[config.mk]
export PLATFORM = sky130hd
export DESIGN_NAME = ising_energy_top
export DESIGN_NICKNAME = d
export VERILOG_FILES = /design/src/ising_pkg.sv /design/src/ising_cfg_if.sv /design/src/bp_pipe.sv /design/src/adder_tree.sv /design/src/partial_energy_calc.sv /design/src/energy_sweep_ctrl.sv /design/src/ising_apb_regs.sv /design/src/ising_energy_top.sv
export VERILOG_INCLUDE_DIRS = /design/src
export SDC_FILE = /design/constraint.sdc
export NUM_CORES = 1
export LEC_CHECK = 0
export ABC_AREA = 1
export BUFFER_PORTS_ARGS = -buffer_cell sky130_fd_sc_hd__buf_2
export CAP_MARGIN = 30
export CORE_MARGIN = 10
export CORE_UTILIZATION = 45
export CTS_CLUSTER_DIAMETER = 60
export CTS_CLUSTER_SIZE = 30
export DETAILED_ROUTE_END_ITERATION = 7
export PLACE_DENSITY = 0.57
export SLEW_MARGIN = 10
export SYNTH_ARGS = -nofsm -noshare
export SYNTH_HDL_FRONTEND = slang
export SYNTH_SLANG_ARGS = --single-unit
[constraint.sdc]
create_clock -name clk_i -period 5.31 [get_ports clk_i]
set_input_delay 0.7965 -clock clk_i [delete_from_list [all_inputs] [get_ports clk_i]]
set_output_delay 0.7965 -clock clk_i [all_outputs]
set_load 0.01 [all_outputs]
[src/ising_settings.svh]
`ifndef ISING_SETTINGS_SVH
`define ISING_SETTINGS_SVH

// ==================================================
// design sizes
// ==================================================
// number of spins, one J row per spin
`define ISING_NUM_SPIN 8
// precision of J and h
`define ISING_BITJ 4
`define ISING_BITH 4
// unsigned scaling factor applied to h
`define ISING_SCALING_BIT 4
// register stages in the adder tree
`define ISING_PIPES 2

// ==================================================
// derived widths
// ==================================================
// h times scaling factor
`define ISING_MULTBIT (`ISING_BITH + `ISING_SCALING_BIT)
// per-spin energy, 2 guard bits cover the doubling
`define ISING_ENERGY_BIT (`ISING_MULTBIT + $clog2(`ISING_NUM_SPIN) + 2)
// sum over all spins
`define ISING_TOTAL_BIT (`ISING_ENERGY_BIT + $clog2(`ISING_NUM_SPIN))

`endif

[src/ising_pkg.sv]
`default_nettype none

`include "ising_settings.svh"

package ising_pkg;

    // sweep controller states
    typedef enum logic [2:0] {
        IDLE,
        FLUSH,
        ISSUE,
        DRAIN,
        DONE
    } sweep_state_e;

    // apb word offsets, J rows follow JROW0 at 4-byte steps
    typedef enum logic [7:0] {
        CTRL   = 8'h00,
        STATUS = 8'h04,
        SPINS  = 8'h08,
        HSCALE = 8'h0C,
        HBIAS  = 8'h10,
        ENERGY = 8'h14,
        JROW0  = 8'h40
    } reg_addr_e;

    // one row of J, entry j sits in bits [4j+3:4j]
    typedef logic [`ISING_NUM_SPIN-1:0][`ISING_BITJ-1:0] weight_row_t;

endpackage

`default_nettype wire

[src/ising_cfg_if.sv]
`timescale 1ns/1ps
`default_nettype none

`include "ising_settings.svh"

interface ising_cfg_if;

    // driven by the register block
    logic start_pulse;
    logic double_mode;
    logic [`ISING_NUM_SPIN-1:0] spins;
    logic [`ISING_SCALING_BIT-1:0] hscale;
    // eight packed 4-bit biases, bias i in bits [4i+3:4i]
    logic [`ISING_NUM_SPIN*`ISING_BITH-1:0] hbias;
    ising_pkg::weight_row_t [`ISING_NUM_SPIN-1:0] jrows;

    // driven by the sweep controller
    logic busy;
    logic done_pulse;
    logic signed [`ISING_TOTAL_BIT-1:0] total_energy;

    modport regs (
        output start_pulse, double_mode, spins, hscale, hbias, jrows,
        input  busy, done_pulse, total_energy
    );

    modport ctrl (
        input  start_pulse, double_mode, spins, hscale, hbias, jrows,
        output busy, done_pulse, total_energy
    );

endinterface

`default_nettype wire

[src/bp_pipe.sv]
`timescale 1ns/1ps
`default_nettype none

module bp_pipe #(
    parameter int DATAW = 1,
    parameter int PIPES = 1
) (
    input  logic             clk_i,
    input  logic             rst_n_i,
    input  logic             flush_i,
    input  logic             valid_i,
    input  logic [DATAW-1:0] data_i,
    output logic             valid_o,
    output logic [DATAW-1:0] data_o
);

    if (PIPES == 0) begin : g_wire
        // no stages, pass straight through
        assign valid_o = valid_i;
        assign data_o  = data_i;
    end else begin : g_pipe
        logic [PIPES-1:0] valid_q;
        logic [DATAW-1:0] data_q [PIPES];

        // valid chain, flush drops everything in flight
        always_ff @(posedge clk_i or negedge rst_n_i) begin
            if (!rst_n_i) begin
                valid_q <= '0;
            end else if (flush_i) begin
                valid_q <= '0;
            end else begin
                valid_q[0] <= valid_i;
                for (int k = 1; k < PIPES; k++) begin
                    valid_q[k] <= valid_q[k-1];
                end
            end
        end

        // data shifts every cycle, qualified by valid
        always_ff @(posedge clk_i) begin
            data_q[0] <= data_i;
            for (int k = 1; k < PIPES; k++) begin
                data_q[k] <= data_q[k-1];
            end
        end

        assign valid_o = valid_q[PIPES-1];
        assign data_o  = data_q[PIPES-1];
    end

endmodule

`default_nettype wire

[src/adder_tree.sv]
`timescale 1ns/1ps
`default_nettype none

module adder_tree #(
    parameter  int N      = 8,
    parameter  int DATAW  = 8,
    parameter  int PIPES  = 1,
    localparam int LEVELS = $clog2(N),
    localparam int SUMW   = DATAW + LEVELS
) (
    input  logic                              clk_i,
    input  logic                              rst_n_i,
    input  logic                              flush_i,
    input  logic                              en_i,
    input  logic                              data_valid_i,
    input  logic signed [N-1:0][DATAW-1:0]    data_i,
    output logic signed [SUMW-1:0]            sum_o
);

    // tree width rounded up to a power of two
    localparam int NP = 1 << LEVELS;

    // node[l] holds the words entering level l
    logic signed [SUMW-1:0] node [LEVELS+1][NP];
    logic                   valid [LEVELS+1];

    if (PIPES > LEVELS) begin : g_bad_pipes
        $error("adder_tree needs PIPES no larger than the tree depth");
    end

    // leaves, sign extended to the full sum width
    for (genvar k = 0; k < NP; k++) begin : g_leaf
        if (k < N) begin : g_word
            assign node[0][k] = SUMW'($signed(data_i[k]));
        end else begin : g_pad
            assign node[0][k] = '0;
        end
    end
    assign valid[0] = data_valid_i;

    // ==================================================
    // adder levels
    // ==================================================
    for (genvar l = 0; l < LEVELS; l++) begin : g_level
        // spread PIPES registers evenly over the levels
        localparam bit REG = ((l + 1) * PIPES / LEVELS) > (l * PIPES / LEVELS);
        localparam int W   = NP >> (l + 1);

        logic signed [SUMW-1:0] sum_d [W];

        for (genvar k = 0; k < W; k++) begin : g_add
            assign sum_d[k] = node[l][2*k] + node[l][2*k+1];
        end

        if (REG) begin : g_reg
            logic signed [SUMW-1:0] sum_q [W];
            logic                   valid_q;

            // stage holds while disabled, loads only on valid input
            always_ff @(posedge clk_i or negedge rst_n_i) begin
                if (!rst_n_i) begin
                    valid_q <= 1'b0;
                    sum_q   <= '{default: '0};
                end else if (flush_i) begin
                    valid_q <= 1'b0;
                    sum_q   <= '{default: '0};
                end else if (en_i) begin
                    valid_q <= valid[l];
                    if (valid[l]) begin
                        sum_q <= sum_d;
                    end
                end
            end

            for (genvar k = 0; k < W; k++) begin : g_out
                assign node[l+1][k] = sum_q[k];
            end
            assign valid[l+1] = valid_q;
        end else begin : g_comb
            for (genvar k = 0; k < W; k++) begin : g_out
                assign node[l+1][k] = sum_d[k];
            end
            assign valid[l+1] = valid[l];
        end
    end

    // root, zero when nothing valid comes out
    assign sum_o = valid[LEVELS] ? node[LEVELS][0] : '0;

endmodule

`default_nettype wire

[src/partial_energy_calc.sv]
`timescale 1ns/1ps
`default_nettype none

`include "ising_settings.svh"

module partial_energy_calc (
    input  logic                                clk_i,
    input  logic                                rst_n_i,
    input  logic                                flush_i,
    input  logic                                en_i,
    input  logic                                data_valid_i,
    input  logic                                current_spin_i,
    input  logic                                double_weight_contri_i,
    input  logic [`ISING_NUM_SPIN-1:0]          spin_vector_i,
    input  ising_pkg::weight_row_t              weight_i,
    input  logic signed [`ISING_BITH-1:0]       hbias_i,
    input  logic [`ISING_SCALING_BIT-1:0]       hscaling_i,
    output logic signed [`ISING_ENERGY_BIT-1:0] energy_o
);

    localparam int MB = `ISING_MULTBIT;
    localparam int SW = `ISING_MULTBIT + $clog2(`ISING_NUM_SPIN);
    localparam int EW = `ISING_ENERGY_BIT;

    logic signed [`ISING_NUM_SPIN-1:0][MB-1:0] weight_ext;
    logic signed [`ISING_NUM_SPIN-1:0][MB-1:0] mult;
    logic signed [MB-1:0] hbias_ext;
    logic signed [MB-1:0] hbias_scaled;
    logic signed [MB-1:0] hbias_scaled_p;
    logic signed [SW-1:0] wsum;
    logic signed [EW-1:0] wsum_ext;
    logic signed [EW-1:0] wsum_mode;
    logic signed [EW-1:0] energy_local;
    logic                 double_p;
    logic                 spin_p;

    // ==================================================
    // spin products
    // ==================================================
    // J[i][j] for spin j up, -J[i][j] for spin j down
    always_comb begin
        for (int k = 0; k < `ISING_NUM_SPIN; k++) begin
            weight_ext[k] = MB'($signed(weight_i[k]));
            mult[k]       = spin_vector_i[k] ? weight_ext[k] : -weight_ext[k];
        end
    end

    // bias times unsigned scale
    assign hbias_ext    = MB'(hbias_i);
    assign hbias_scaled = hbias_ext * $signed({1'b0, hscaling_i});

    adder_tree #(
        .N     (`ISING_NUM_SPIN),
        .DATAW (MB),
        .PIPES (`ISING_PIPES)
    ) u_adder_tree (
        .clk_i        (clk_i),
        .rst_n_i      (rst_n_i),
        .flush_i      (flush_i),
        .en_i         (en_i),
        .data_valid_i (data_valid_i),
        .data_i       (mult),
        .sum_o        (wsum)
    );

    // ==================================================
    // side-band delay matched to the tree
    // ==================================================
    bp_pipe #(.DATAW(MB), .PIPES(`ISING_PIPES)) u_pipe_hbias (
        .clk_i   (clk_i),
        .rst_n_i (rst_n_i),
        .flush_i (flush_i),
        .valid_i (data_valid_i),
        .data_i  (hbias_scaled),
        .valid_o (),
        .data_o  (hbias_scaled_p)
    );

    bp_pipe #(.DATAW(1), .PIPES(`ISING_PIPES)) u_pipe_double (
        .clk_i   (clk_i),
        .rst_n_i (rst_n_i),
        .flush_i (flush_i),
        .valid_i (data_valid_i),
        .data_i  (double_weight_contri_i),
        .valid_o (),
        .data_o  (double_p)
    );

    bp_pipe #(.DATAW(1), .PIPES(`ISING_PIPES)) u_pipe_spin (
        .clk_i   (clk_i),
        .rst_n_i (rst_n_i),
        .flush_i (flush_i),
        .valid_i (data_valid_i),
        .data_i  (current_spin_i),
        .valid_o (),
        .data_o  (spin_p)
    );

    // delta form doubles the weight sum
    assign wsum_ext     = EW'(wsum);
    assign wsum_mode    = double_p ? (wsum_ext <<< 1) : wsum_ext;
    // plus twice the scaled bias
    assign energy_local = wsum_mode + (EW'(hbias_scaled_p) <<< 1);
    // sign of the current spin
    assign energy_o     = spin_p ? energy_local : -energy_local;

endmodule

`default_nettype wire

[src/energy_sweep_ctrl.sv]
`timescale 1ns/1ps
`default_nettype none

`include "ising_settings.svh"

module energy_sweep_ctrl (
    input  logic clk_i,
    input  logic rst_n_i,
    ising_cfg_if.ctrl cfg
);

    localparam int IW = $clog2(`ISING_NUM_SPIN);
    localparam int EW = `ISING_ENERGY_BIT;
    localparam int TW = `ISING_TOTAL_BIT;

    ising_pkg::sweep_state_e state_q;
    ising_pkg::sweep_state_e state_d;

    // spin index in ISSUE, drain count in DRAIN
    logic [IW-1:0]        cnt_q;
    logic                 issue;
    logic                 flush;
    logic signed [EW-1:0] energy;
    logic                 energy_valid;
    logic signed [TW-1:0] acc_q;

    // ==================================================
    // sweep FSM
    // ==================================================
    always_comb begin
        state_d = state_q;
        case (state_q)
            ising_pkg::IDLE: begin
                if (cfg.start_pulse) begin
                    state_d = ising_pkg::FLUSH;
                end
            end
            ising_pkg::FLUSH: state_d = ising_pkg::ISSUE;
            ising_pkg::ISSUE: begin
                if (cnt_q == IW'(`ISING_NUM_SPIN - 1)) begin
                    state_d = ising_pkg::DRAIN;
                end
            end
            ising_pkg::DRAIN: begin
                // PIPES cycles of latency plus one to accumulate
                if (cnt_q == IW'(`ISING_PIPES)) begin
                    state_d = ising_pkg::DONE;
                end
            end
            default: state_d = ising_pkg::IDLE;
        endcase
    end

    always_ff @(posedge clk_i or negedge rst_n_i) begin
        if (!rst_n_i) begin
            state_q <= ising_pkg::IDLE;
            cnt_q   <= '0;
            acc_q   <= '0;
        end else begin
            state_q <= state_d;
            // counter restarts on every state change
            if (state_d != state_q) begin
                cnt_q <= '0;
            end else if (issue || state_q == ising_pkg::DRAIN) begin
                cnt_q <= cnt_q + 1'b1;
            end
            // total is cleared at sweep start and held after done
            if (flush) begin
                acc_q <= '0;
            end else if (energy_valid) begin
                acc_q <= acc_q + TW'(energy);
            end
        end
    end

    assign issue = (state_q == ising_pkg::ISSUE);
    assign flush = (state_q == ising_pkg::FLUSH);

    // ==================================================
    // datapath, one spin per cycle
    // ==================================================
    partial_energy_calc u_calc (
        .clk_i                  (clk_i),
        .rst_n_i                (rst_n_i),
        .flush_i                (flush),
        .en_i                   (cfg.busy),
        .data_valid_i           (issue),
        .current_spin_i         (cfg.spins[cnt_q]),
        .double_weight_contri_i (cfg.double_mode),
        .spin_vector_i          (cfg.spins),
        .weight_i               (cfg.jrows[cnt_q]),
        .hbias_i                (cfg.hbias[cnt_q*`ISING_BITH +: `ISING_BITH]),
        .hscaling_i             (cfg.hscale),
        .energy_o               (energy)
    );

    // valid flag delayed like the calculator result
    bp_pipe #(.DATAW(1), .PIPES(`ISING_PIPES)) u_pipe_valid (
        .clk_i   (clk_i),
        .rst_n_i (rst_n_i),
        .flush_i (flush),
        .valid_i (issue),
        .data_i  (1'b0),
        .valid_o (energy_valid),
        .data_o  ()
    );

    assign cfg.busy         = flush || issue || (state_q == ising_pkg::DRAIN);
    assign cfg.done_pulse   = (state_q == ising_pkg::DONE);
    assign cfg.total_energy = acc_q;

endmodule

`default_nettype wire

[src/ising_apb_regs.sv]
`timescale 1ns/1ps
`default_nettype none

`include "ising_settings.svh"

module ising_apb_regs (
    input  logic        clk_i,
    input  logic        rst_n_i,
    input  logic        psel_i,
    input  logic        penable_i,
    input  logic        pwrite_i,
    input  logic [7:0]  paddr_i,
    input  logic [31:0] pwdata_i,
    output logic [31:0] prdata_o,
    output logic        pready_o,
    output logic        pslverr_o,
    output logic        done_o,
    ising_cfg_if.regs   cfg
);

    localparam int IW = $clog2(`ISING_NUM_SPIN);
    localparam logic [7:0] JBASE = ising_pkg::JROW0;

    logic          wr_en;
    logic          rd_first;
    logic          rd_done;
    logic          jrow_hit;
    logic [IW-1:0] jrow_idx;
    logic          protect_hit;
    logic          wr_err;
    logic          rd_wait_q;
    logic          done_q;
    logic [31:0]   rdata_d;

    // ==================================================
    // apb decode
    // ==================================================
    assign wr_en    = psel_i & penable_i & pwrite_i;
    // reads take one wait state
    assign rd_first = psel_i & penable_i & ~pwrite_i & ~rd_wait_q;
    assign rd_done  = psel_i & penable_i & ~pwrite_i & rd_wait_q;

    // J rows occupy 0x40..0x5C
    assign jrow_hit = (paddr_i[7:IW+2] == JBASE[7:IW+2]) && (paddr_i[1:0] == 2'b00);
    assign jrow_idx = paddr_i[IW+1:2];

    // sweep inputs are locked while busy
    assign protect_hit = jrow_hit || (paddr_i == ising_pkg::SPINS) ||
                         (paddr_i == ising_pkg::HSCALE) || (paddr_i == ising_pkg::HBIAS);
    assign wr_err      = wr_en & protect_hit & cfg.busy;

    assign pready_o  = psel_i & penable_i & (pwrite_i | rd_wait_q);
    assign pslverr_o = wr_err;
    assign done_o    = done_q;

    // ==================================================
    // control state
    // ==================================================
    always_ff @(posedge clk_i or negedge rst_n_i) begin
        if (!rst_n_i) begin
            rd_wait_q       <= 1'b0;
            done_q          <= 1'b0;
            cfg.start_pulse <= 1'b0;
            cfg.double_mode <= 1'b0;
        end else begin
            rd_wait_q       <= rd_first;
            cfg.start_pulse <= 1'b0;
            // CTRL writes are ignored during a sweep
            if (wr_en && !cfg.busy && paddr_i == ising_pkg::CTRL) begin
                cfg.start_pulse <= pwdata_i[0];
                cfg.double_mode <= pwdata_i[1];
            end
            // sticky done, set wins over read clear
            if (cfg.done_pulse) begin
                done_q <= 1'b1;
            end else if (rd_done && paddr_i == ising_pkg::STATUS) begin
                done_q <= 1'b0;
            end
        end
    end

    // ==================================================
    // sweep data and read data
    // ==================================================
    always_ff @(posedge clk_i) begin
        if (wr_en && !wr_err) begin
            if (jrow_hit) begin
                cfg.jrows[jrow_idx] <= pwdata_i;
            end
            case (paddr_i)
                ising_pkg::SPINS:  cfg.spins  <= pwdata_i[`ISING_NUM_SPIN-1:0];
                ising_pkg::HSCALE: cfg.hscale <= pwdata_i[`ISING_SCALING_BIT-1:0];
                ising_pkg::HBIAS:  cfg.hbias  <= pwdata_i;
                default: ;
            endcase
        end
        // capture in the first access cycle, hold through the wait state
        if (rd_first) begin
            prdata_o <= rdata_d;
        end
    end

    // read mux, unmapped offsets give zero
    always_comb begin
        rdata_d = '0;
        if (jrow_hit) begin
            rdata_d = cfg.jrows[jrow_idx];
        end else begin
            case (paddr_i)
                ising_pkg::CTRL:   rdata_d = {30'b0, cfg.double_mode, 1'b0};
                ising_pkg::STATUS: rdata_d = {30'b0, done_q, cfg.busy};
                ising_pkg::SPINS:  rdata_d = 32'(cfg.spins);
                ising_pkg::HSCALE: rdata_d = 32'(cfg.hscale);
                ising_pkg::HBIAS:  rdata_d = cfg.hbias;
                // total is sign extended to the bus width
                ising_pkg::ENERGY: rdata_d = 32'(cfg.total_energy);
                default:           rdata_d = '0;
            endcase
        end
    end

endmodule

`default_nettype wire

[src/ising_energy_top.sv]
`timescale 1ns/1ps
`default_nettype none

module ising_energy_top (
    input  logic        clk_i,
    input  logic        rst_n_i,
    // apb slave
    input  logic        psel_i,
    input  logic        penable_i,
    input  logic        pwrite_i,
    input  logic [7:0]  paddr_i,
    input  logic [31:0] pwdata_i,
    output logic [31:0] prdata_o,
    output logic        pready_o,
    output logic        pslverr_o,
    // sticky sweep done, cleared by a STATUS read
    output logic        done_o
);

    // configuration and sweep handshake
    ising_cfg_if cfg_if ();

    ising_apb_regs u_regs (
        .clk_i     (clk_i),
        .rst_n_i   (rst_n_i),
        .psel_i    (psel_i),
        .penable_i (penable_i),
        .pwrite_i  (pwrite_i),
        .paddr_i   (paddr_i),
        .pwdata_i  (pwdata_i),
        .prdata_o  (prdata_o),
        .pready_o  (pready_o),
        .pslverr_o (pslverr_o),
        .done_o    (done_o),
        .cfg       (cfg_if.regs)
    );

    energy_sweep_ctrl u_ctrl (
        .clk_i   (clk_i),
        .rst_n_i (rst_n_i),
        .cfg     (cfg_if.ctrl)
    );

endmodule

`default_nettype wire

After elaboration in Yosys (flattened, before gate mapping)
Memory sizes are Yosys's and may differ from the RTL's.
Index checks and enable logic that the tools add are counted.

operators by class
  bitwise logic cells = 11
  reductions and logical operators = 29
  shifts and indexed selects = 1
  eq/ne operators = 13
  multipliers = 1
  multiplexer cells = 44
  add/sub/neg operators = 19
  order comparisons = 3

operators with widths
  operator              number
  $bwmux W256           1
  $bmux W32 S3          2
  $pmux W32 S6          1
  $mux W32              4
  $demux W32 S3         1
  $mux W22              3
  $mux W8               8
  $neg A8 Y8            8
  $mux W11              5
  $add A8 B8 Y9         4
  $mux W16              2
  $shiftx A32 B6 Y4     1
  $add A11 B11 Y11      2
  $add A16 B13 Y16      1
  $eq A8 B4 Y1 const B  2
  $eq A8 B5 Y1 const B  2
  $mux W3               5
  $add A12 B9 Y13       1
  $mux W13              1
  $neg A13 Y13          1
  $eq A3 B2 Y1 const B  4
  $pmux W3 S4           1
  $reduce_and A2 Y1     6
  $reduce_bool A2 Y1    6
  other kinds (21)      49

word-level totals
  output and inout port bits = 35
  logic and storage cells = 205
  bits in writable memories = 20
  register bits = 395
  memories = 3
  bits of input ports = 45

memory list
  name                                       depth  bits a word  rd ports  clocked after memory_dff  wr ports  RTL line       text
  u_ctrl.u_calc.u_pipe_hbias.g_pipe.data_q   2      8            2         0                         2         bp_pipe.sv:23  logic [DATAW-1:0] data_q [PIPES];
  u_ctrl.u_calc.u_pipe_double.g_pipe.data_q  2      1            2         0                         2         bp_pipe.sv:23
  u_ctrl.u_calc.u_pipe_spin.g_pipe.data_q    2      1            2         0                         2         bp_pipe.sv:23

Depth between registers and ports, before layout
Gate-level depths: netlist (run 1).

  depth after elaboration = 10
  mapped depth = 31
  gate-level depth less buffers = 28

Hierarchy
A second synthesis (run 1) with hierarchy kept.

second synthesis, totals
  cell total of the unflattened synthesis = 2821
  area total of the unflattened synthesis = 24375.9 um^2

by module, submodules not included
  module                                      area each (um^2)  times used  cells each  seq. area each (um^2)
  ising_apb_regs                              13241.4           1           1009        10069.7
  energy_sweep_ctrl                           4330.4            1           816         550.5
  adder_tree                                  3489.6            1           466         825.8
  partial_energy_calc                         2553.7            1           476         0.0
  bp_pipe at u_ctrl.u_calc.u_pipe_hbias       445.4             1           30          370.4
  bp_pipe at u_ctrl.u_calc.u_pipe_double ...  105.1             3           8           90.1

Worst setup path before layout (run 1)
No wires, ideal clock.

  path kind = input port to flip-flop
  start = input paddr_i[3]
  end = register u_regs.cfg.jrows[0] (netlist name)
  stages = 10
  setup slack = -0.051 ns
  data required time = 4.808 ns
  path buffers = 1
  arrival time = 4.860 ns
  setup time = 0.502 ns
  path through = buf_2 > inv_2 > nor2_2 > nand2_2 > inv_2 > nor2_1 > a31oi_2 > nor2_1 > nand2_2 > nor4_1

between the ends
  longest elaborated chain between the ends = 9
  elaborated cells between the ends (all ways) = 11
  those cells by class = 3 x eq/ne; 2 x bitwise; 6 x reduce/logical

RTL lines
  what                                    RTL line                text
  start, declared                         ising_energy_top.sv:11  input logic [7:0] paddr_i,
  $eq A8 B4 Y1                            ising_apb_regs.sv:48    assign protect_hit = jrow_hit || (paddr_i == ising_pkg::SPINS) ||
  $logic_or A1 B1 Y1 (2 in series)        ising_apb_regs.sv:48
  $logic_or A1 B1 Y1 (*)                  ising_apb_regs.sv:49    (paddr_i == ising_pkg::HSCALE) || (paddr_i == ising_pkg::HBIAS);
  $and A1 B1 Y1 (*) (2 in series)         ising_apb_regs.sv:50    assign wr_err = wr_en & protect_hit & cfg.busy;
  named net pslverr_o                     ising_energy_top.sv:15  output logic pslverr_o,
  $logic_not A1 Y1 (*)                    ising_apb_regs.sv:86    if (wr_en && !wr_err) begin
  $logic_and A1 B1 Y1 (*)                 ising_apb_regs.sv:86
  $reduce_and A2 Y1 (no source line) (*)  -

The timed path passes the listed nets; every way through them passes the cells marked *.
A chain may end at the register's enable or synchronous reset.

Final worst setup path (run 1)
  start = register u_ctrl.cnt_q[0]
  end = register u_ctrl.u_calc.u_adder_tree.g_level[1].g_reg.sum_q[20] in the netlist's numbering

between the ends
  longest elaborated chain between the ends = 9
  elaborated cells between the ends (all ways) = 16
  those cells by class = 7 x add/sub; 9 x mux

RTL lines
  what                                RTL line                   text
  start, declared                     energy_sweep_ctrl.sv:20    logic [IW-1:0] cnt_q;
  start signal, assigned              energy_sweep_ctrl.sv:65    cnt_q <= cnt_q + 1'b1;
  $bmux W32 S3 (*)                    energy_sweep_ctrl.sv:91    .weight_i (cfg.jrows[cnt_q]),
  $mux W32 (not written as such) (*)  energy_sweep_ctrl.sv:91
  $neg A8 Y8                          partial_energy_calc.sv:44  mult[k] = spin_vector_i[k] ? weight_ext[k] : -weight_ext[k];
  $mux W8                             partial_energy_calc.sv:44
  $add A8 B8 Y9                       adder_tree.sv:52           assign sum_d[k] = node[l][2*k] + node[l][2*k+1];
  $add A9 B9 Y10 (*)                  adder_tree.sv:52
  $mux W22 (*)                        adder_tree.sv:69           if (valid[l]) begin
  $mux W22 (*)                        adder_tree.sv:67           end else if (en_i) begin
  $mux W22 (*)                        adder_tree.sv:64           end else if (flush_i) begin
  end signal, assigned                adder_tree.sv:70           sum_q <= sum_d;
  end, declared                       adder_tree.sv:56           logic signed [SUMW-1:0] sum_q [W];

Every way passes the cells marked *; elsewhere a longest branch is shown, timed or not. The select of a mux whose other input is x is not followed.

==> results.sh, run 1 <==
export IMPL_cp_top_family="adder cells"
export IMPL_firstDrtPassIters=5
export IMPL_antenna_found_initial=2
export IMPL_netlist_top_cell_by_area="edfxtp_1"
export IMPL_r2r_start="u_ctrl.cnt_q[0]$_DFFE_PN0P_"
export IMPL_yosysMostFrequentCell="nand2_1"
export IMPL_cp_max_fo=45
export IMPL_seq_area_frac_synth_pct=51.9
export IMPL_areaGrowthSynthToFinish_pct=10.8
export IMPL_synth_distinct_cells=55
export IMPL_gp_congestion=0.906
export IMPL_numCtsBuffers=36
export IMPL_synth_area_leaders="edfxtp_1 43%, dfrtp_1 6.8%, ha_1 5.6%, nand2_1 5.4%, o21ai_0 5.0%"
export IMPL_peakVddDrop_mv=0.254
export IMPL_htreeDepth=2
export IMPL_ant_nets=0
export IMPL_die_area_um2=60400
export IMPL_slew_viol_final=0
export IMPL_cp_depth=24
export IMPL_skew_ns=0.0322
export IMPL_diodes=0
export IMPL_fp_coreArea_um2=50300
export IMPL_cp_required_ns=5.76
export IMPL_grt_start_max_net_pins=91
export IMPL_period_share_pct=94.0
export IMPL_insertion_delay_ns=0.58
export IMPL_num_vias=18200
export IMPL_avgSynthCellArea_um2=9.55
export IMPL_timing_hold_ws_ns=0.121
export IMPL_yosysTopAreaCellShare_pct=43.4
export IMPL_critPathMostFrequentCell="nand2_1"
export IMPL_place_inst=3091
export IMPL_hold_viol_final=0
export IMPL_cts_sink_count=414
export IMPL_crit_path_cell_trace="buf_16 > o21ai_0 > o21ai_0 > nor2_1 > a31oi_1 > inv_1 > ha_1 > nand2_1 > o21ai_0 > fa_1 > fa_1 > ha_1 > fa_1 > a21oi_1 > o21ai_0 > nand2_1 > nand2_1 > a21oi_1 > or2_2 > nand2_1 > a21oi_1 > nand2_1 > nand2_1 > o21ai_0"
export IMPL_setup_violations_final=0
export IMPL_dpl_cell_area_um2=24200
export IMPL_finish_net_count=2635
export IMPL_r2r_setup_slack_ns=0.32
export IMPL_cts_tree="yes"
export IMPL_drt_iter0_drc=1697
export IMPL_layout_cells_non_filler=3156
export IMPL_synth_common_cells="333 x nand2_1, 332 x edfxtp_1, 288 x inv_1"
export IMPL_arrival_ns=5.44
export IMPL_status="finished, final reports clean"
export IMPL_grt_pass1_wl_um=107000
export IMPL_combPwrFrac_pct=38.1
export IMPL_cap_viol_max_count=0
export IMPL_dieWidth_um=246
export IMPL_internal_power_uw=6570
export IMPL_ios=80
export IMPL_critPathLaunchType="register"
export IMPL_period_minus_slack_ns=4.99
export IMPL_remaining_drc_errors=0
export IMPL_row_count=82
export IMPL_seq_power_share_pct=35.9
export IMPL_path_clk_slew_ns=0.07
export IMPL_cts_hold_fix_buffers=0
export IMPL_total_power_uw=10500
export IMPL_drive_gt1_share_pct=10.9
export IMPL_finalWirelength_um=71300
export IMPL_numPortBuffers=79
export IMPL_end_kind="register"
export IMPL_synth_enable_flop_cells=332
export IMPL_crit_path_top_delay_cell="dfrtp_4"
export IMPL_power_density_nw_per_um2=414
export IMPL_synth_seq_cells=414
export IMPL_clockRootBuffer="clkbuf_16"
export IMPL_crit_type="reg -> reg"
export IMPL_synth_flop_cell="edfxtp_1"
export IMPL_viasPerCell=5.77
export IMPL_rr_worst_depth=24
export IMPL_synth_cells=2403
export IMPL_wire_per_inst_um=22.6
export IMPL_fill_cells=4625
export IMPL_overflow=0
export IMPL_floorplan_initialDensity_pct=45.6
export IMPL_max_stage_delay_ns=0.57
export IMPL_clk_path_buf_depth=3
export IMPL_p_clk_share_pct=26.0
export IMPL_p_sw_uw=3970
export IMPL_syn_area_um2=22900
export IMPL_fmax_mhz=200
export IMPL_synth_warnings=0
export IMPL_critPathBufInv=2
export IMPL_synthArstFlopShare_pct=15.0
export IMPL_startpoint="u_ctrl.cnt_q[0]$_DFFE_PN0P_"
export IMPL_die_y_um=246
export IMPL_grt_pass1_vias=17600
export IMPL_tightest_slew_ns=1.05
export IMPL_switching_share_pct=37.7
export IMPL_p_leak_uw=0.0104
export IMPL_grt_usage_pct=22.9
export IMPL_stdcell_area_um2=25400
export IMPL_max_slew_margin_pct=30.2
export IMPL_rsz0062_at_grt="yes"
export IMPL_worstHoldPathType="in -> async"
export IMPL_hpwl_um=45900
export IMPL_synth_nets=2578
## worst register-to-register path: stages (launching register included)
cell,delay [ns]
dfrtp_4,0.57
buf_16,0.28
o21ai_0,0.16
o21ai_0,0.16
nor2_1,0.06
a31oi_1,0.23
inv_1,0.13
ha_1,0.31
nand2_1,0.06
o21ai_0,0.13
fa_1,0.51
fa_1,0.50
ha_1,0.24
fa_1,0.41
a21oi_1,0.15
o21ai_0,0.12
nand2_1,0.10
nand2_1,0.05
a21oi_1,0.15
or2_2,0.15
nand2_1,0.05
a21oi_1,0.16
nand2_1,0.07
nand2_1,0.05
o21ai_0,0.06
## logic make-up (layout without fill, tap and decap cells)
logic type      after synthesis  after routing  share of synthesized area [%]
simple gates                729            729                           13.8
buf+inv                     418            499                           7.42
compound gates              671            671                           17.3
mux                           1              1                         0.0491
flops                       414            414                           51.9
xor+xnor                     40             40                           1.56
fa+ha+maj                   130            130                           7.97
## layer usage
layer	up-vias	share of wire, %	track usage [%]
li1	8541	-	-
met3	121	6.7	3.15
met4	4	2.8	6.63
met2	714	47	38.1
met5	-	0.029	0
met1	8830	43	30.8
## timing repair
action,in CTS,in global routing
buffers inserted,0,0
resized for setup,0,10
hold endpoints to repair,0,0
setup endpoints to repair,0,7
## power groups by stage
stage          combinational, uW  clock (uW)  sequential, uW
6_report                    4010        2740            3790
5_1_grt                     4590        2910            3810
4_1_cts                     3980        2790            3780
3_5_place_dp                3950           0            3850
3_3_place_gp                3890           0            3850
2_1_floorplan               3000           0            3810
## metrics by stage
step	setup TNS, ns	util (%)	setup slack, ns
final	0	50.6	0.321
after global routing	-0.00503	50.6	-0.00503
after floorplan	-13.09	-	-0.0511
after CTS	0	50.4	0.213
after detailed placement	0	48.0	0.238
after global placement	0	48.0	0.360
## registers in the layout, summed over array words and instances (netlist names), 2 cells and up
name and cells:
u_ctrl.cfg.total_energy 16, u_ctrl.cnt_q 3, u_ctrl.state_q 3, u_ctrl.u_calc.u_adder_tree.g_level.g_reg.sum_q 32, u_ctrl.u_calc.u_adder_tree.g_level.g_reg.valid_q 2, u_ctrl.u_calc.u_pipe_double.g_pipe.data_q 2
u_ctrl.u_calc.u_pipe_hbias.g_pipe.data_q 16, u_ctrl.u_calc.u_pipe_spin.g_pipe.data_q 2, u_ctrl.u_pipe_valid.g_pipe.valid_q 2, u_regs.cfg.hbias 32, u_regs.cfg.hscale 4, u_regs.cfg.jrows 256
u_regs.cfg.spins 8, u_regs.prdata_o 32
## cells in the final DEF, fill, tap and decap left out, types with 5 or more instances in the layout
cell and count:
o211ai_1 18, o21ai_1 50, a31oi_1 9, o221ai_1 6
nand2_1 333, edfxtp_1 332, o21ai_2 7, inv_1 287
inv_2 16, nand2_2 17, nor3_1 9, nor2_1 177
nor4_2 8, xor2_1 22, buf_2 79, o21ai_0 229
ha_1 103, clkbuf_1 5, xnor2_1 17, o22ai_1 17
inv_6 7, dfrtp_1 61, nor2_2 5, a22oi_1 116
o2111ai_1 17, nand4_1 7, o21bai_1 7, buf_4 41
nand3_2 9, nand3_1 145, fa_1 27, dfxtp_1 20
a21oi_1 164, a32o_1 6, a22o_1 6, clkbuf_16 38
a221oi_1 6
## final cells by class
type	count	area, um^2	share of cell area [%]
Timing Repair inverter	1	8.76	0.0344
Tap cell	672	841	3.31
Sequential cell	414	11900	46.9
Clock inverter	20	240	0.944
Inverter	307	1170	4.60
Timing Repair Buffer	129	886	3.48
Multi-Input combinational cell	1571	9420	37.0
Clock buffer	42	945	3.71
## final timing paths
kind / endpoint
setup / recovery: register
hold / removal: u_ctrl.cfg.total_energy[9]$_DFFE_PN0P_
setup reg to reg: register
hold reg to reg: u_ctrl.u_calc.u_pipe_hbias.g_pipe.data_q[0][10]$_DFF_P_
max in group asynchronous: u_ctrl.cnt_q[0]$_DFFE_PN0P_
min in group clk_i: u_ctrl.u_calc.u_pipe_hbias.g_pipe.data_q[0][10]$_DFF_P_
Power figures use the tool's default switching activity.
==> run 2, diff against run 1 <==
BUFFER_PORTS_ARGS = unset   (was -buffer_cell sky130_fd_sc_hd__buf_2)
DONT_BUFFER_PORTS = 1   (was unset)
PLACE_DENSITY = 0.56   (was 0.57)
==> results.sh, run 2 (synthesized netlist as in run 1, its figures left out) <==
export IMPL_status="finished, final reports clean"
export IMPL_antenna_found_initial=0
export IMPL_floorplan_initialDensity_pct=45.6
export IMPL_drive_gt1_share_pct=8.41
export IMPL_areaGrowthSynthToFinish_pct=9.51
export IMPL_dieWidth_um=246
export IMPL_num_vias=17800
export IMPL_setup_violations_final=0
export IMPL_hpwl_um=46000
export IMPL_firstDrtPassIters=5
export IMPL_r2r_start="u_ctrl.cnt_q[0]$_DFFE_PN0P_"
export IMPL_skew_ns=0.0455
export IMPL_drt_iter0_drc=1420
export IMPL_p_leak_uw=0.0101
export IMPL_place_inst=3014
export IMPL_layout_cells_non_filler=3087
export IMPL_htreeDepth=2
export IMPL_grt_usage_pct=22.7
export IMPL_p_sw_uw=3960
export IMPL_cts_sink_count=414
export IMPL_cts_tree="yes"
export IMPL_clockRootBuffer="clkbuf_16"
export IMPL_critPathLaunchType="register"
export IMPL_final_cell_mix="333 x nand2_1, 332 x edfxtp_1, 287 x inv_1"
export IMPL_startpoint="u_ctrl.cnt_q[0]$_DFFE_PN0P_"
export IMPL_fp_coreArea_um2=50300
export IMPL_worstHoldPathType="in -> async"
export IMPL_combPwrFrac_pct=36.6
export IMPL_ant_nets=0
export IMPL_dpl_cell_area_um2=23800
export IMPL_grt_start_max_net_pins=66
export IMPL_die_y_um=246
export IMPL_clk_path_buf_depth=3
export IMPL_diodes=0
export IMPL_peakVddDrop_mv=0.210
export IMPL_arrival_ns=5.37
export IMPL_finalWirelength_um=69400
export IMPL_period_minus_slack_ns=4.94
export IMPL_power_density_nw_per_um2=422
export IMPL_r2r_setup_slack_ns=0.37
export IMPL_row_count=82
export IMPL_switching_share_pct=37.3
export IMPL_cp_required_ns=5.74
export IMPL_cap_viol_max_count=0
export IMPL_stdcell_area_um2=25100
export IMPL_finish_net_count=2559
export IMPL_hold_viol_final=0
export IMPL_numPortBuffers=0
export IMPL_internal_power_uw=6650
export IMPL_end_kind="register"
export IMPL_max_slew_margin_pct=35.4
export IMPL_insertion_delay_ns=0.60
export IMPL_path_clk_slew_ns=0.07
export IMPL_rr_worst_depth=23
export IMPL_rsz0062_at_grt="no"
export IMPL_die_area_um2=60400
export IMPL_viasPerCell=5.77
export IMPL_grt_pass1_vias=17300
export IMPL_largest_register="u_regs.cfg.jrows"
export IMPL_layout_commonest_cell="nand2_1"
export IMPL_largest_reg_flops=256
export IMPL_p_clk_share_pct=27.6
export IMPL_period_share_pct=93.0
export IMPL_crit_type="reg -> reg"
export IMPL_tightest_slew_ns=0.969
export IMPL_ios=80
export IMPL_fmax_mhz=202
export IMPL_grt_pass1_wl_um=105000
export IMPL_slew_viol_final=0
export IMPL_total_power_uw=10600
export IMPL_wire_per_inst_um=22.5
export IMPL_cp_max_fo=45
export IMPL_numCtsBuffers=39
export IMPL_remaining_drc_errors=0
export IMPL_gp_congestion=0.940
export IMPL_seq_power_share_pct=35.7
export IMPL_overflow=0
[run 2: repair_timing]
item | CTS | global route
setup endpoints to repair | 0 | 3
hold buffers | 1 | 0
gates resized for setup | 0 | 3
endpoints found under the hold margin | 62 | 0
buffers inserted | 0 | 0
[run 2: how the worst min path moves through the flow]
stage	start	slack (ns)	end
2_1_floorplan	u_ctrl.u_calc.u_pipe_double.g_pipe.data_q[0][0]$_DFF_P_	0.31	u_ctrl.u_calc.u_pipe_double.g_pipe.data_q[0][1]$_DFF_P_
3_3_place_gp	u_ctrl.u_calc.u_pipe_hbias.g_pipe.data_q[0][4]$_DFF_P_	0.31	u_ctrl.u_calc.u_pipe_hbias.g_pipe.data_q[0][12]$_DFF_P_
3_5_place_dp	u_ctrl.u_calc.u_pipe_hbias.g_pipe.data_q[0][6]$_DFF_P_	0.31	u_ctrl.u_calc.u_pipe_hbias.g_pipe.data_q[0][14]$_DFF_P_
4_1_cts	rst_n_i	0.11	u_ctrl.u_pipe_valid.g_pipe.valid_q[1]$_DFF_PN0_
5_1_grt	rst_n_i	0.11	u_ctrl.cfg.total_energy[9]$_DFFE_PN0P_
6_report	rst_n_i	0.11	u_ctrl.cfg.total_energy[9]$_DFFE_PN0P_
[run 2: metrics by stage]
stage	setup TNS [ns]	utilization, %	hold WS (ns)	worst slack [ns]
floorplan	-13.09	-	0.310	-0.0511
global placement	0	47.2	0.315	0.374
detailed placement	0	47.3	0.313	0.320
CTS	0	50.0	0.105	0.265
global route	0	50.0	0.113	0.0350
finish	0	50.0	0.107	0.371
[run 2: power groups by stage]
stage / sequential (uW) / combinational (uW) / clock, uW
3_5_place_dp: 3870 / 3850 / 0
5_1_grt: 3810 / 4480 / 3120
3_3_place_gp: 3860 / 3790 / 0
2_1_floorplan: 3810 / 3000 / 0
6_report: 3790 / 3890 / 2930
4_1_cts: 3800 / 3890 / 3000
[run 2: final cells by class]
cell class | instances | area [um^2]
timing repair buffer | 51 | 455
tap | 672 | 841
inverter | 307 | 1160
fill | 4622 | 25100
clock inverter | 28 | 299
sequential | 414 | 11900
clock buffer | 44 | 1040
multi-input combinational | 1571 | 9410
[run 2: critical path, cell delays in order, from the launching register on]
cell	delay (ns)
dfrtp_2	0.47
inv_8	0.24
buf_12	0.21
o21ai_0	0.10
a31oi_1	0.33
inv_1	0.14
ha_1	0.31
nand2_1	0.06
o21ai_0	0.13
fa_1	0.52
fa_1	0.51
ha_1	0.24
fa_1	0.41
a21oi_1	0.14
o21ai_0	0.11
nand2_1	0.09
nand2_1	0.05
a21oi_1	0.17
or2_2	0.15
nand2_1	0.05
a21oi_1	0.15
nand2_1	0.07
nand2_1	0.05
o21ai_0	0.08
[run 2: metal layers]
metal / up-vias / wire length, um / share of wire, % / track usage (%)
met3: 142 / 5200 / 7.5 / 4.22
met1: 8624 / 29400 / 42 / 29.4
li1: 8399 / - / - / -
met2: 645 / 32300 / 47 / 36.9
met4: 0 / 2450 / 3.5 / 8.99
met5: - / 0 / 0 / 0
